### config.mk
export PLATFORM = sky130hd
export DESIGN_NAME = mont_mult
export DESIGN_NICKNAME = d
export VERILOG_FILES = /design/src/source/mont_pkg.sv /design/src/source/mont_ctrl_fsm.sv /design/src/source/digit_counter.sv /design/src/source/multiple_table.sv /design/src/source/a_digit_shifter.sv /design/src/source/mont_accumulator.sv /design/src/source/mont_mult.sv
export SDC_FILE = /design/constraint.sdc
export NUM_CORES = 1
export LEC_CHECK = 0
export CAP_MARGIN = 0
export CORE_ASPECT_RATIO = 0.5
export CORE_MARGIN = 4
export CORE_UTILIZATION = 55
export CTS_BUF_LIST = sky130_fd_sc_hd__clkbuf_4
export DETAILED_ROUTE_END_ITERATION = 7
export DONT_BUFFER_PORTS = 1
export GPL_ROUTABILITY_DRIVEN = 0
export PLACE_DENSITY_LB_ADDON = 0.15
export REMOVE_ABC_BUFFERS = 1
export SLEW_MARGIN = 15
export SYNTH_ARGS = -nofsm -noshare
export SYNTH_HDL_FRONTEND = slang
export SYNTH_SLANG_ARGS = --single-unit
### constraint.sdc
create_clock -name clk -period 4.5 [get_ports clk]
set_clock_uncertainty 0.2 [all_clocks]
set_input_delay 0 -clock clk [delete_from_list [all_inputs] [get_ports clk]]
set_output_delay 0 -clock clk [all_outputs]
set_load 0.01 [all_outputs]
### src/source/mont_pkg.sv
package mont_pkg;

    // one radix-4 digit
    localparam int digit_w = 2;

    // controller states
    typedef enum logic [2:0] {
        st_idle,
        st_load,
        st_add_b,    // sum += digit * b
        st_add_m,    // sum += q * m, then >> 2
        st_final,
        st_ack
    } mont_state_e;

    // accumulator commands
    typedef enum logic [2:0] {
        acc_hold,
        acc_clear,
        acc_add_b,
        acc_add_m_shift,
        acc_final_sub    // one conditional subtract, write result
    } acc_op_e;

    // command bundle from the FSM, 5 bits
    typedef struct packed {
        logic    load;    // capture operands, clear counter
        acc_op_e acc_op;
        logic    step;    // next a digit, count one iteration
    } mont_ctrl_t;

endpackage

### src/source/mont_ctrl_fsm.sv
`timescale 1ns/10ps

module mont_ctrl_fsm (
    input  logic                 clk,
    input  logic                 resetn,
    input  logic                 req,
    input  logic                 last,
    output mont_pkg::mont_ctrl_t ctrl,
    output logic                 ack
);

    mont_pkg::mont_state_e state;
    mont_pkg::mont_state_e next_state;

    always_ff @(posedge clk) begin
        if (!resetn) begin
            state <= mont_pkg::st_idle;
        end else begin
            state <= next_state;
        end
    end

    always_comb begin
        next_state = state;
        case (state)
            mont_pkg::st_idle: begin
                if (req) begin
                    next_state = mont_pkg::st_load;
                end
            end
            mont_pkg::st_load: begin
                next_state = mont_pkg::st_add_b;
            end
            mont_pkg::st_add_b: begin
                next_state = mont_pkg::st_add_m;
            end
            mont_pkg::st_add_m: begin
                // last digit done -> reduce once
                if (last) begin
                    next_state = mont_pkg::st_final;
                end else begin
                    next_state = mont_pkg::st_add_b;
                end
            end
            mont_pkg::st_final: begin
                next_state = mont_pkg::st_ack;
            end
            mont_pkg::st_ack: begin
                if (!req) begin
                    next_state = mont_pkg::st_idle; // handshake closes
                end
            end
            default: begin
                next_state = mont_pkg::st_idle;
            end
        endcase
    end

    // command decode, idle and ack leave everything at rest
    always_comb begin
        ctrl.load   = 1'b0;
        ctrl.acc_op = mont_pkg::acc_hold;
        ctrl.step   = 1'b0;
        case (state)
            mont_pkg::st_load: begin
                ctrl.load   = 1'b1;
                ctrl.acc_op = mont_pkg::acc_clear;
            end
            mont_pkg::st_add_b: begin
                ctrl.acc_op = mont_pkg::acc_add_b;
            end
            mont_pkg::st_add_m: begin
                ctrl.acc_op = mont_pkg::acc_add_m_shift;
                ctrl.step   = 1'b1;  // a digit and count move together
            end
            mont_pkg::st_final: begin
                ctrl.acc_op = mont_pkg::acc_final_sub;
            end
            default: begin
                ctrl.acc_op = mont_pkg::acc_hold;
            end
        endcase
    end

    assign ack = (state == mont_pkg::st_ack);

endmodule

### src/source/digit_counter.sv
`timescale 1ns/10ps

module digit_counter #(
    parameter int iterations = 16
) (
    input  logic clk,
    input  logic resetn,
    input  logic clear,
    input  logic step,
    output logic last
);

    // room for the count to reach iterations after the final step
    localparam int cnt_w = $clog2(iterations + 1);

    logic [cnt_w-1:0] cnt;

    always_ff @(posedge clk) begin
        if (!resetn) begin
            cnt <= '0;
        end else if (clear) begin
            cnt <= '0;
        end else if (step) begin
            cnt <= cnt + 1'b1;
        end
    end

    // high through the last add_m pass
    assign last = (cnt == cnt_w'(iterations - 1));

endmodule

### src/source/multiple_table.sv
`timescale 1ns/10ps

module multiple_table #(
    parameter int operand_w = 32
) (
    input  logic                          clk,
    input  logic                          resetn,
    input  logic                          load,
    input  logic [operand_w-1:0]          b,
    input  logic [operand_w-1:0]          m,
    input  logic [mont_pkg::digit_w-1:0]  b_sel,
    input  logic [mont_pkg::digit_w-1:0]  m_sel,
    output logic [operand_w+1:0]          b_mult,
    output logic [operand_w+1:0]          m_mult,
    output logic [operand_w-1:0]          m_val
);

    logic [operand_w-1:0] b1_q, m1_q;
    logic [operand_w:0]   b2_q, m2_q;
    logic [operand_w+1:0] b3_q, m3_q;

    // 0/1x/2x/3x pick for one operand
    function automatic logic [operand_w+1:0] pick(
        input logic [mont_pkg::digit_w-1:0] sel,
        input logic [operand_w-1:0]         x1,
        input logic [operand_w:0]           x2,
        input logic [operand_w+1:0]         x3
    );
        logic [operand_w+1:0] y;
        case (sel)
            2'd1:    y = {2'b00, x1};
            2'd2:    y = {1'b0, x2};
            2'd3:    y = x3;
            default: y = '0;
        endcase
        return y;
    endfunction

    always_ff @(posedge clk) begin
        if (!resetn) begin
            b1_q <= '0;
            b2_q <= '0;
            b3_q <= '0;
            m1_q <= '0;
            m2_q <= '0;
            m3_q <= '0;
        end else if (load) begin
            b1_q <= b;
            b2_q <= {b, 1'b0};
            b3_q <= {2'b00, b} + {1'b0, b, 1'b0}; // 3b = b + 2b
            m1_q <= m;
            m2_q <= {m, 1'b0};
            m3_q <= {2'b00, m} + {1'b0, m, 1'b0};
        end
    end

    assign b_mult = pick(b_sel, b1_q, b2_q, b3_q);
    assign m_mult = pick(m_sel, m1_q, m2_q, m3_q);
    assign m_val  = m1_q;

endmodule

### src/source/a_digit_shifter.sv
`timescale 1ns/10ps

module a_digit_shifter #(
    parameter int operand_w = 32
) (
    input  logic                         clk,
    input  logic                         resetn,
    input  logic                         load,
    input  logic                         step,
    input  logic [operand_w-1:0]         a,
    output logic [mont_pkg::digit_w-1:0] a_digit
);

    logic [operand_w-1:0] a_q;

    always_ff @(posedge clk) begin
        if (!resetn) begin
            a_q <= '0;
        end else if (load) begin
            a_q <= a;
        end else if (step) begin
            // zeros fill from the top, used digits drop out
            a_q <= a_q >> mont_pkg::digit_w;
        end
    end

    assign a_digit = a_q[mont_pkg::digit_w-1:0]; // current radix-4 digit

endmodule

### src/source/mont_accumulator.sv
`timescale 1ns/10ps

module mont_accumulator #(
    parameter int operand_w = 32
) (
    input  logic                          clk,
    input  logic                          resetn,
    input  mont_pkg::acc_op_e             acc_op,
    input  logic [operand_w+1:0]          b_mult,
    input  logic [operand_w+1:0]          m_mult,
    input  logic [operand_w-1:0]          m_val,
    output logic [mont_pkg::digit_w-1:0]  q_digit,
    output logic [operand_w-1:0]          result
);

    // sum stays below 2m between passes, peak is under 8m
    localparam int sum_w = operand_w + 3;

    logic [sum_w-1:0]              sum_q;
    logic [sum_w-1:0]              sum_b;
    logic [sum_w-1:0]              sum_m;
    logic [sum_w:0]                diff;   // msb is the borrow
    logic [mont_pkg::digit_w-1:0]  neg_low;
    logic [operand_w-1:0]          result_q;

    assign sum_b = sum_q + {1'b0, b_mult};
    assign sum_m = sum_q + {1'b0, m_mult};
    assign diff  = {1'b0, sum_q} - {4'b0000, m_val};

    // m odd, so m is its own inverse mod 4
    // q = -sum * m mod 4 clears the two low bits of sum + q*m
    assign neg_low = ~sum_q[mont_pkg::digit_w-1:0] + 1'b1;
    always_comb begin
        q_digit = mont_pkg::digit_w'(neg_low * m_val[mont_pkg::digit_w-1:0]);
    end

    always_ff @(posedge clk) begin
        case (acc_op)
            mont_pkg::acc_clear: begin
                sum_q <= '0;
            end
            mont_pkg::acc_add_b: begin
                sum_q <= sum_b;
            end
            mont_pkg::acc_add_m_shift: begin
                sum_q <= sum_m >> mont_pkg::digit_w; // exact divide by 4
            end
            default: begin
                sum_q <= sum_q;
            end
        endcase
    end

    always_ff @(posedge clk) begin
        if (!resetn) begin
            result_q <= '0;
        end else if (acc_op == mont_pkg::acc_final_sub) begin
            if (diff[sum_w]) begin
                result_q <= sum_q[operand_w-1:0]; // already below m
            end else begin
                result_q <= diff[operand_w-1:0];
            end
        end
    end

    assign result = result_q;

endmodule

### src/source/mont_mult.sv
`timescale 1ns/10ps

module mont_mult #(
    parameter int operand_w = 32
) (
    input  logic                 clk,
    input  logic                 resetn,
    input  logic                 req,
    input  logic [operand_w-1:0] a,
    input  logic [operand_w-1:0] b,
    input  logic [operand_w-1:0] m,
    output logic                 ack,
    output logic [operand_w-1:0] result
);

    localparam int iterations = operand_w / 2; // radix-4, two bits per pass

    mont_pkg::mont_ctrl_t              ctrl;
    logic                              last;
    logic [mont_pkg::digit_w-1:0]      a_digit;
    logic [mont_pkg::digit_w-1:0]      q_digit;
    logic [operand_w+1:0]              b_mult;
    logic [operand_w+1:0]              m_mult;
    logic [operand_w-1:0]              m_val;

    mont_ctrl_fsm i_mont_ctrl_fsm (
        .clk    (clk),
        .resetn (resetn),
        .req    (req),
        .last   (last),
        .ctrl   (ctrl),
        .ack    (ack)
    );

    digit_counter #(.iterations(iterations)) i_digit_counter (
        .clk    (clk),
        .resetn (resetn),
        .clear  (ctrl.load),
        .step   (ctrl.step),
        .last   (last)
    );

    // b multiple picked by the a digit, m multiple by the reduction digit
    multiple_table #(.operand_w(operand_w)) i_multiple_table (
        .clk    (clk),
        .resetn (resetn),
        .load   (ctrl.load),
        .b      (b),
        .m      (m),
        .b_sel  (a_digit),
        .m_sel  (q_digit),
        .b_mult (b_mult),
        .m_mult (m_mult),
        .m_val  (m_val)
    );

    a_digit_shifter #(.operand_w(operand_w)) i_a_digit_shifter (
        .clk     (clk),
        .resetn  (resetn),
        .load    (ctrl.load),
        .step    (ctrl.step),
        .a       (a),
        .a_digit (a_digit)
    );

    mont_accumulator #(.operand_w(operand_w)) i_mont_accumulator (
        .clk     (clk),
        .resetn  (resetn),
        .acc_op  (ctrl.acc_op),
        .b_mult  (b_mult),
        .m_mult  (m_mult),
        .m_val   (m_val),
        .q_digit (q_digit),
        .result  (result)
    );

endmodule

### Yosys cells after proc, flatten, opt, wreduce, memory -nomap -nowiden

Cells that the tools add are included.
W data, S select, Z words.

* reductions and logical operators: 5
* add/subtract/negate cells: 7
* bitwise logic cells: 2
* multiplexer cells: 13
* eq/ne operators: 18
* $mul: 1

Operators by type and width (count)
* $pmux W34 S3: 2
* $pmux W35 S3: 1
* $mux W32: 3
* $add A35 B34 Y35: 2
* $add A32 B33 Y34: 2
* $sub A35 B32 Y36: 1
* $pmux W3 S6: 1
* $eq A3 B2 Y1 const B: 4
* $pmux W3 S4: 1
* $eq A3 B3 Y1 const B: 3
* $mux W3: 3
* $eq A2 B2 Y1 const B: 4
* $eq A3 B1 Y1 const B: 2
* $add A5 B1 Y5 const B: 1
* $eq A5 B4 Y1 const B: 1
* $eq A2 B1 Y1 const B: 2
* $ne A2 B2 Y1 const B: 2
* $logic_not A3 Y1: 1
* $reduce_bool A3 Y1: 1
* $add A2 B1 Y2 const B: 1
* $mul A2 B2 Y2: 1
* $mux W1: 2
* $not A2 Y2: 1
* $reduce_and A2 Y1: 1
* 3 further kinds: 3

* logic and storage cells: 55
* input port bits: 99
* output and inout bits: 33
* register bits: 239

### Longest topological paths before layout

Gate-level depths: netlist (run 1).

* depth in word-level cells: 7
* depth in mapped cells: 20

### Hierarchy

From an unflattened synthesis (run 1), not the netlist that was laid out.

* cell total of the unflattened synthesis: 2261
* area total of the unflattened synthesis: 19414.9 µm²

By module, submodules not included
* multiple_table: instances 1, cells each 1090, area each 9389.0 µm²
* mont_accumulator: instances 1, cells each 982, area each 7868.8 µm²
* a_digit_shifter: instances 1, cells each 143, area each 1736.7 µm²
* digit_counter: instances 1, cells each 24, area each 239.0 µm²
* mont_ctrl_fsm: instances 1, cells each 22, area each 181.4 µm²

### Least setup slack after synthesis (run 1)

No wires, ideal clock.

* kind: reg-to-reg
* from: reg i_mont_accumulator.sum_q[1]
* to: reg i_mont_accumulator.sum_q[28], data pin
* cell stages (with the launch flop): 21
* data arrival time: 3.938 ns
* path buffers: 1
* path slack: 0.090 ns
* library setup time: 0.271 ns
* period minus slack after synthesis: 4.410 ns
* cell sequence: edfxtp_1 -> inv_1 -> nand3_1 -> o21ai_0 -> nand2_1 -> o21ai_1 -> inv_1 -> nor2_1 -> clkbuf_1 -> a22o_1 -> ha_1 -> a211oi_1 -> nor3_1 -> o2111a_1 -> o41ai_2 -> o21ai_1 -> a21oi_2 -> o21bai_1 -> a21oi_1 -> xor2_1 -> o22ai_1

* word-level cells in the longest chain between the ends: 7

Ends and longest elaborated chain
* start, declared: line mont_accumulator.sv:19 `logic [sum_w-1:0] sum_q;`
* start signal, assigned: line mont_accumulator.sv:43 `sum_q <= sum_b;`
* start signal, assigned: line mont_accumulator.sv:46 `sum_q <= sum_m >> mont_pkg::digit_w;`
* start signal, assigned: line mont_accumulator.sv:49 `sum_q <= sum_q;`
* $not A2 Y2: line mont_accumulator.sv:32 `assign neg_low = ~sum_q[mont_pkg::digit_w-1:0] + 1'b1;`
* $add A2 B1 Y2: line mont_accumulator.sv:32
* $mul A2 B2 Y2: line mont_accumulator.sv:34 `q_digit = mont_pkg::digit_w'(neg_low * m_val[mont_pkg::digit_w-1:0]);`
* $eq A2 B2 Y1 / $eq A2 B1 Y1 (equally long branches): line multiple_table.sv:30 `case (sel)`
* $pmux W34 S3: line multiple_table.sv:30
* $add A35 B34 Y35: line mont_accumulator.sv:27 `assign sum_m = sum_q + {1'b0, m_mult};`
* $pmux W35 S3 *: line mont_accumulator.sv:38 `case (acc_op)`

Mark *: on every way between the ends. The rest lies on a longest branch, timed or not.
A chain may end at the register's enable or synchronous reset.

### Worst setup path after layout (run 1)

* from: reg i_mont_accumulator.sum_q[0]
* to: reg i_mont_accumulator.sum_q[31], data pin

The elaborated chain is that of the path after synthesis.

==> run metrics, run 1 <==
Syn Area/Cell=7.95 sq um; max-cap viol count=0; drt via density=5.93; f_max=0.235 GHz; FFs w/ async S/R, synth=0%; maximum clock path buffer count=3; status=finished clean; Num CTS Buffers=57; worst min-delay path category=input port to flip-flop; ANT nets after route=0; GRT Total Usage=around 28%; Setup Total Neg Slack=0 ns; count leader, synth=nand2_1; post-synthesis cell count=around 2,300; Startpoint Class=flip-flop; CP max FO=29; Seq/Total Area, Yosys=28.3%; Synth area leaders=dfxtp_1 (22%), ha_1 (12%), a21oi_1 (7.1%), nand2_1 (7.1%), edfxtp_1 (5.8%); worst rel slew slack=34.9%; Finished Cell Area=21,700 sq um; clock-pin slew on the worst setup and hold paths=about 0.070 ns; Synth cell types=85; synthesized flop and latch total=around 240; dominant synthesized flop cell=dfxtp_1; Final #Nets=between 2,000 and 3,000; Least-Margin Pin Slew=just under 1 ns; first-pass GRT wire length=approximately 85,000 microns; share of the synthesized area in the top cell type=about 22%; pin count of the biggest net entering global routing=91; leak pwr=approximately 9 nW; final WL=52,500 microns; CP arrival=~4.5 ns; Slew Limit Fails=0; I/O pins=132; vias in the first global route=16,700; post-synthesis cell type with the largest combined area=dfxtp_1; Die X=about 260 microns; Hold Path Cell Cnt=4; power per cell area=slightly below 300 nW/um^2; Routed WL per cell=17.8 microns; Final setup viols=0; CP endpoint kind=flip-flop; crit path kind=flip-flop to flip-flop; Clk Latency, worst-skew pair=0.74 ns; most common library cells after synthesis=nand2_1 (340), a21oi_1 (256), dfxtp_1 (202); root buffer cell=clkbuf_4; min cycle time layout=approximately 4.3 ns; Design Power=roughly 6.4 mW; clock sinks=237; Syn Std Cell Area=~18,000 sq um; share of cells above drive strength 1=8.84%; Die Y=136 microns; area grow syn2layout=20.1%; Post-DP HPWL=36,600 microns; FP Rows=46; Final Cycle Share=94.6%; YS warnings=0; R2R depth=18; Core Area=32,000 sq um; Required @ worst endpoint=4.78 ns; DR iter-0 viols=about 1,500; I/O Buffers=0; EDFF count, synth=35; via count=about 18,000; Congestion Overflow GR=0; Starting Density=56.3%; Peak VDD IR=0.185 mV; Residual DRC=0; placed instance area=18,500 sq um; initial antenna violation count=2; DIE AREA=roughly 36,000 sq um; DRT Pass-1 Iters=6; CTS tree=done; Final Hold Vio Count=0; CTS H-tree depth=2
[flip-flops by register name, indices dropped and copies added, names as in the netlist]
register	flops
i_multiple_table.b2_q	31
i_digit_counter.cnt	5
i_mont_ctrl_fsm.state	3
i_multiple_table.m_val	31
i_mont_accumulator.result	32
i_a_digit_shifter.a_q	32
i_multiple_table.b3_q	34
i_multiple_table.m3_q	34
i_mont_accumulator.sum_q	35
[path summary, 6_finish.rpt]
path / endpoint / start / slack [ns]
hold / removal: i_multiple_table.b3_q[32] / b[31] / 0.04
setup reg to reg: i_mont_accumulator.sum_q[31] / i_mont_accumulator.sum_q[0] / 0.24
setup / recovery: i_mont_accumulator.sum_q[31] / i_mont_accumulator.sum_q[0] / 0.24
hold reg to reg: i_multiple_table.b3_q[27] / i_multiple_table.b3_q[27] / 0.25
[per-stage QoR]
stage | cells | hold slack, ns | utilization (%) | setup slack, ns
floorplan | 2146 | -0.0838 | - | -2.22
global placement | 2624 | -0.0633 | 58.0 | 0.181
detailed placement | 2624 | -0.0571 | 58.0 | 0.0867
CTS | 2947 | 0.00229 | 67.2 | 0.0790
global route | 2955 | 0.0295 | 67.7 | -0.00855
finish | 2955 | 0.0382 | 67.7 | 0.241
[worst max-delay path, cell delays in order (launching register included)]
cell and delay (ns):
edfxtp_1 0.51, mux2i_1 0.30, o21ai_4 0.15, buf_12 0.16, clkbuf_16 0.19, nand2_1 0.07
o21ai_0 0.08, a22o_1 0.19, ha_1 0.29, nand4_1 0.18, nor4_2 0.33, a21boi_2 0.30
o41ai_4 0.14, o21ai_2 0.26, nand3_1 0.14, o21ai_1 0.20, buf_4 0.14, xnor2_1 0.11
o22ai_1 0.09
[cell families (layout without fill, tap and decap cells)]
kind of cell,Yosys count,in the layout,synth area share [%]
AOI/OAI and AO/OA,783,783,28.2
xor gates and xnor gates,133,133,6.46
adders and majority gates,173,173,12.2
buffers and inverters,191,447,4.13
DFF,237,237,28.3
muxes,64,64,3.77
other,0,1,0
and+or+nand+nor,685,685,16.9
[where the power goes]
group / total (mW) / internal [mW] / switching (mW) / leakage, nW
Clock: 1.84 / 0.894 / 0.948 / 0.434
Combinational: 2.12 / 0.923 / 1.20 / 6.37
Sequential: 2.46 / 2.31 / 0.148 / 1.99
[what timing repair did]
action | in CTS | in global routing
setup buffers | 0 | 4
gates resized for setup | 0 | 10
endpoints found under the setup margin | 0 | 10
hold buffers | 221 | 0
hold endpoints to repair | 202 | 0
[cell usage in the layout (no fill, tap or decap), drive strengths merged, types with 73 or more instances in the layout]
master and n:
o21ai 154, inv 73, nand2 340, nor2 140
clkbuf 83, dlygate4sd3 220, dfxtp 202, a21oi 259
ha 169, a21o 80
[area by class of cell]
cell class,instances,area (sq um)
diodes,1,2.50
fillers,2761,10300
clock inverters,20,105
repair buffers,274,2740
well taps,432,541
inverters,71,269
multi-input cells,1838,12300
clock buffers,82,616
flip-flops and latches,237,5100
[layer usage]
metal | wire [microns] | vias to the layer above | global-route usage [%] | part of all wire (%)
li1 | - | 8717 | - | -
met1 | 24700 | 8181 | 39.7 | 47
met2 | 22900 | 524 | 45.0 | 44
met3 | 3850 | 96 | 5.86 | 7.3
met4 | 1070 | 0 | 6.74 | 2.0
met5 | 0 | - | 0 | 0
Note: power is estimated with default switching activity, not from simulation.
==> run 2: changes to the inputs <==
Settings changed: CORE_UTILIZATION 55 to 61, PLACE_DENSITY set to 0.8, PLACE_DENSITY_LB_ADDON 0.15 to unset.
==> run 2 against run 1 <==
Core utilization up 6.2 points. Setup slack better by 0.031 ns. Cell count down 1.8%. Wire length up 0.20%. Via count up 2.9%. Combinational power about the same. Clock-buffer cell count down 2. Sequential share of layout area up 0.21 points. Worst hold slack better by 0.015 ns. Non-clock buffer count down 6. Die area down 9.4%. Critical path type unchanged. Largest power group unchanged. Highest routed layer unchanged.
==> run metrics, run 2 (synthesized netlist as in run 1, its figures left out) <==
status=finished clean; Num CTS Buffers=56; CP max-delay cell=edfxtp_1; most common cell after layout, fill and taps aside=nand2_1; worst min-delay path category=input port to flip-flop; Clk Latency, worst-skew pair=0.77 ns; CP arrival=4.51 ns; DIE AREA=32,500 sq um; I/O pins=roughly 130; Buf+Inv Stages, Crit Path=2; worst rel slew slack=32.9%; vias in the first global route=~17,000; share of power burned in registers=38.3%; Peak VDD IR=~0.2 mV; Setup Total Neg Slack=0 ns; initial antenna violation count=3; min cycle time layout=4.23 ns; CP max FO=29; Internal Power=4.10 mW; drt via density=6.21; Hold Path Cell Cnt=4; Required @ worst endpoint=4.78 ns; Starting Density=roughly 62%; Final setup viols=0; Hold Slack=0.0533 ns; final core utilization=73.8%; CTS H-tree depth=2; Core Area=approximately 29,000 sq um; root buffer cell=clkbuf_4; Least-Margin Pin Slew=1.00 ns; critical path depth=19; GRT Total Usage=between 30% and 40%; max-cap viol count=0; family with the most delay on the worst path=compound AO/OA/AOI/OAI gates; share of cells above drive strength 1=9.05%; largest registers=i_mont_accumulator.sum_q x35, i_multiple_table.b3_q x34, i_multiple_table.m3_q x34; final WL=52,600 microns; switch share=36.1%; DR iter-0 viols=1,790; Final Hold Vio Count=0; leak pwr=~8.7 nW; area grow syn2layout=19.0%; clock-pin slew on the worst setup and hold paths=0.08 ns; switching power=2.32 mW; FP Rows=44; f_max=0.237 GHz; Startpoint Class=flip-flop; ANT nets after route=0; R2R depth=19; largest reg by FF count=i_mont_accumulator.sum_q; first-pass GRT wire length=84,500 microns; Cell Chain, Critical Path=nand3_1, o21ai_0, nand2_1, o21ai_4, inv_1, nor2_4, buf_12, a22o_1, ha_1, a21oi_1, o21ai_0, or2_2, o41ai_4, o21ai_2, a21oi_2, o21bai_1, a21oi_1, xor2_1, o22ai_1; delay of the slowest critical-path stage=just under 0.5 ns; crit path kind=flip-flop to flip-flop; Routed WL per cell=roughly 18 microns; pin count of the biggest net entering global routing=70; Post-DP HPWL=35,700 microns; I/O Buffers=0; Residual DRC=0; max reg flops=35; power per cell area=299 nW/um^2; maximum clock path buffer count=3; Die X=251 microns; highest-count cells in the layout ignoring fill and taps=nand2_1 (339), a21oi_1 (255), dlygate4sd3_1 (208), dfxtp_1 (201), ha_1 (169); Gate power share=about a third; Slew Limit Fails=0; Final Cycle Share=93.9%; clock network power share=28.5%; Final #Nets=roughly 2,700; CP endpoint kind=flip-flop; CTS tree=done; via count=18,000; clock sinks=about 240; Congestion Overflow GR=0; Die Y=130 microns; DRT Pass-1 Iters=5
[run 2: cell types whose count changed in the layout (fill, tap and decap cells not counted), sizes merged]
| cell | before | now |
|---|---|---|
| buf | 53 | 60 |
| clkinv | 17 | 12 |
| inv | 73 | 71 |
| diode | 1 | 3 |
| clkinvlp | 0 | 2 |
| dlygate4sd3 | 220 | 208 |
| clkbuf | 83 | 80 |
[run 2: final timing paths]
kind                          startpoint                            to  slack [ns]
max          i_mont_accumulator.sum_q[0]  i_mont_accumulator.sum_q[28]        0.27
min                                 b[2]      i_multiple_table.b3_q[2]        0.05
max reg2reg  i_mont_accumulator.sum_q[0]  i_mont_accumulator.sum_q[28]        0.27
min reg2reg    i_multiple_table.b3_q[27]     i_multiple_table.b3_q[27]        0.25
[run 2: metal layers]
metal / GRT usage [%] / up-vias / part of all wire (%)
met5: 0 / - / 0
met3: 5.98 / 122 / 8.0
met2: 50.9 / 724 / 45
li1: - / 8700 / -
met4: 7.82 / 0 / 2.2
met1: 42.8 / 8486 / 45
[run 2: tightest hold or removal path, cell delays in order]
cell and delay [ns]:
dlygate4sd3_1 0.59, inv_1 0.10, fa_1 0.16, a211oi_1 0.06
[run 2: layout make-up]
cell class / instances / area [sq um]
sequential: 237 / 5100
clock buffer: 80 / 601
fill: 2196 / 7610
inverter: 71 / 269
clock inverter: 15 / 96.3
timing repair buffer: 268 / 2620
multi-input combinational: 1838 / 12300
tap: 391 / 489
antenna: 3 / 7.51
[run 2: metrics by stage]
stage          area, sq um  setup WS [ns]  cells  power (mW)
2_1_floorplan        17500          -2.22   2146        3.88
3_3_place_gp         18600          0.257   2594        4.30
3_5_place_dp         18600          0.147   2594        4.34
4_1_cts              21400          0.154   2898        6.34
5_1_grt              21500       -0.00907   2903        6.76
6_report             21500          0.273   2903        6.42
[run 2: power groups by stage]
stage,sequential (mW),clock (mW),combinational (mW)
2_1_floorplan,2.46,0,1.42
4_1_cts,2.45,1.84,2.05
3_3_place_gp,2.50,0,1.80
6_report,2.46,1.83,2.13
5_1_grt,2.47,1.96,2.33
3_5_place_dp,2.50,0,1.84
[run 2: repair_timing]
action / CTS / global route
hold endpoints to repair: 202 / 0
buffers inserted: 0 / 1
gates resized for setup: 0 / 7
hold buffers: 209 / 0
endpoints found under the setup margin: 0 / 10
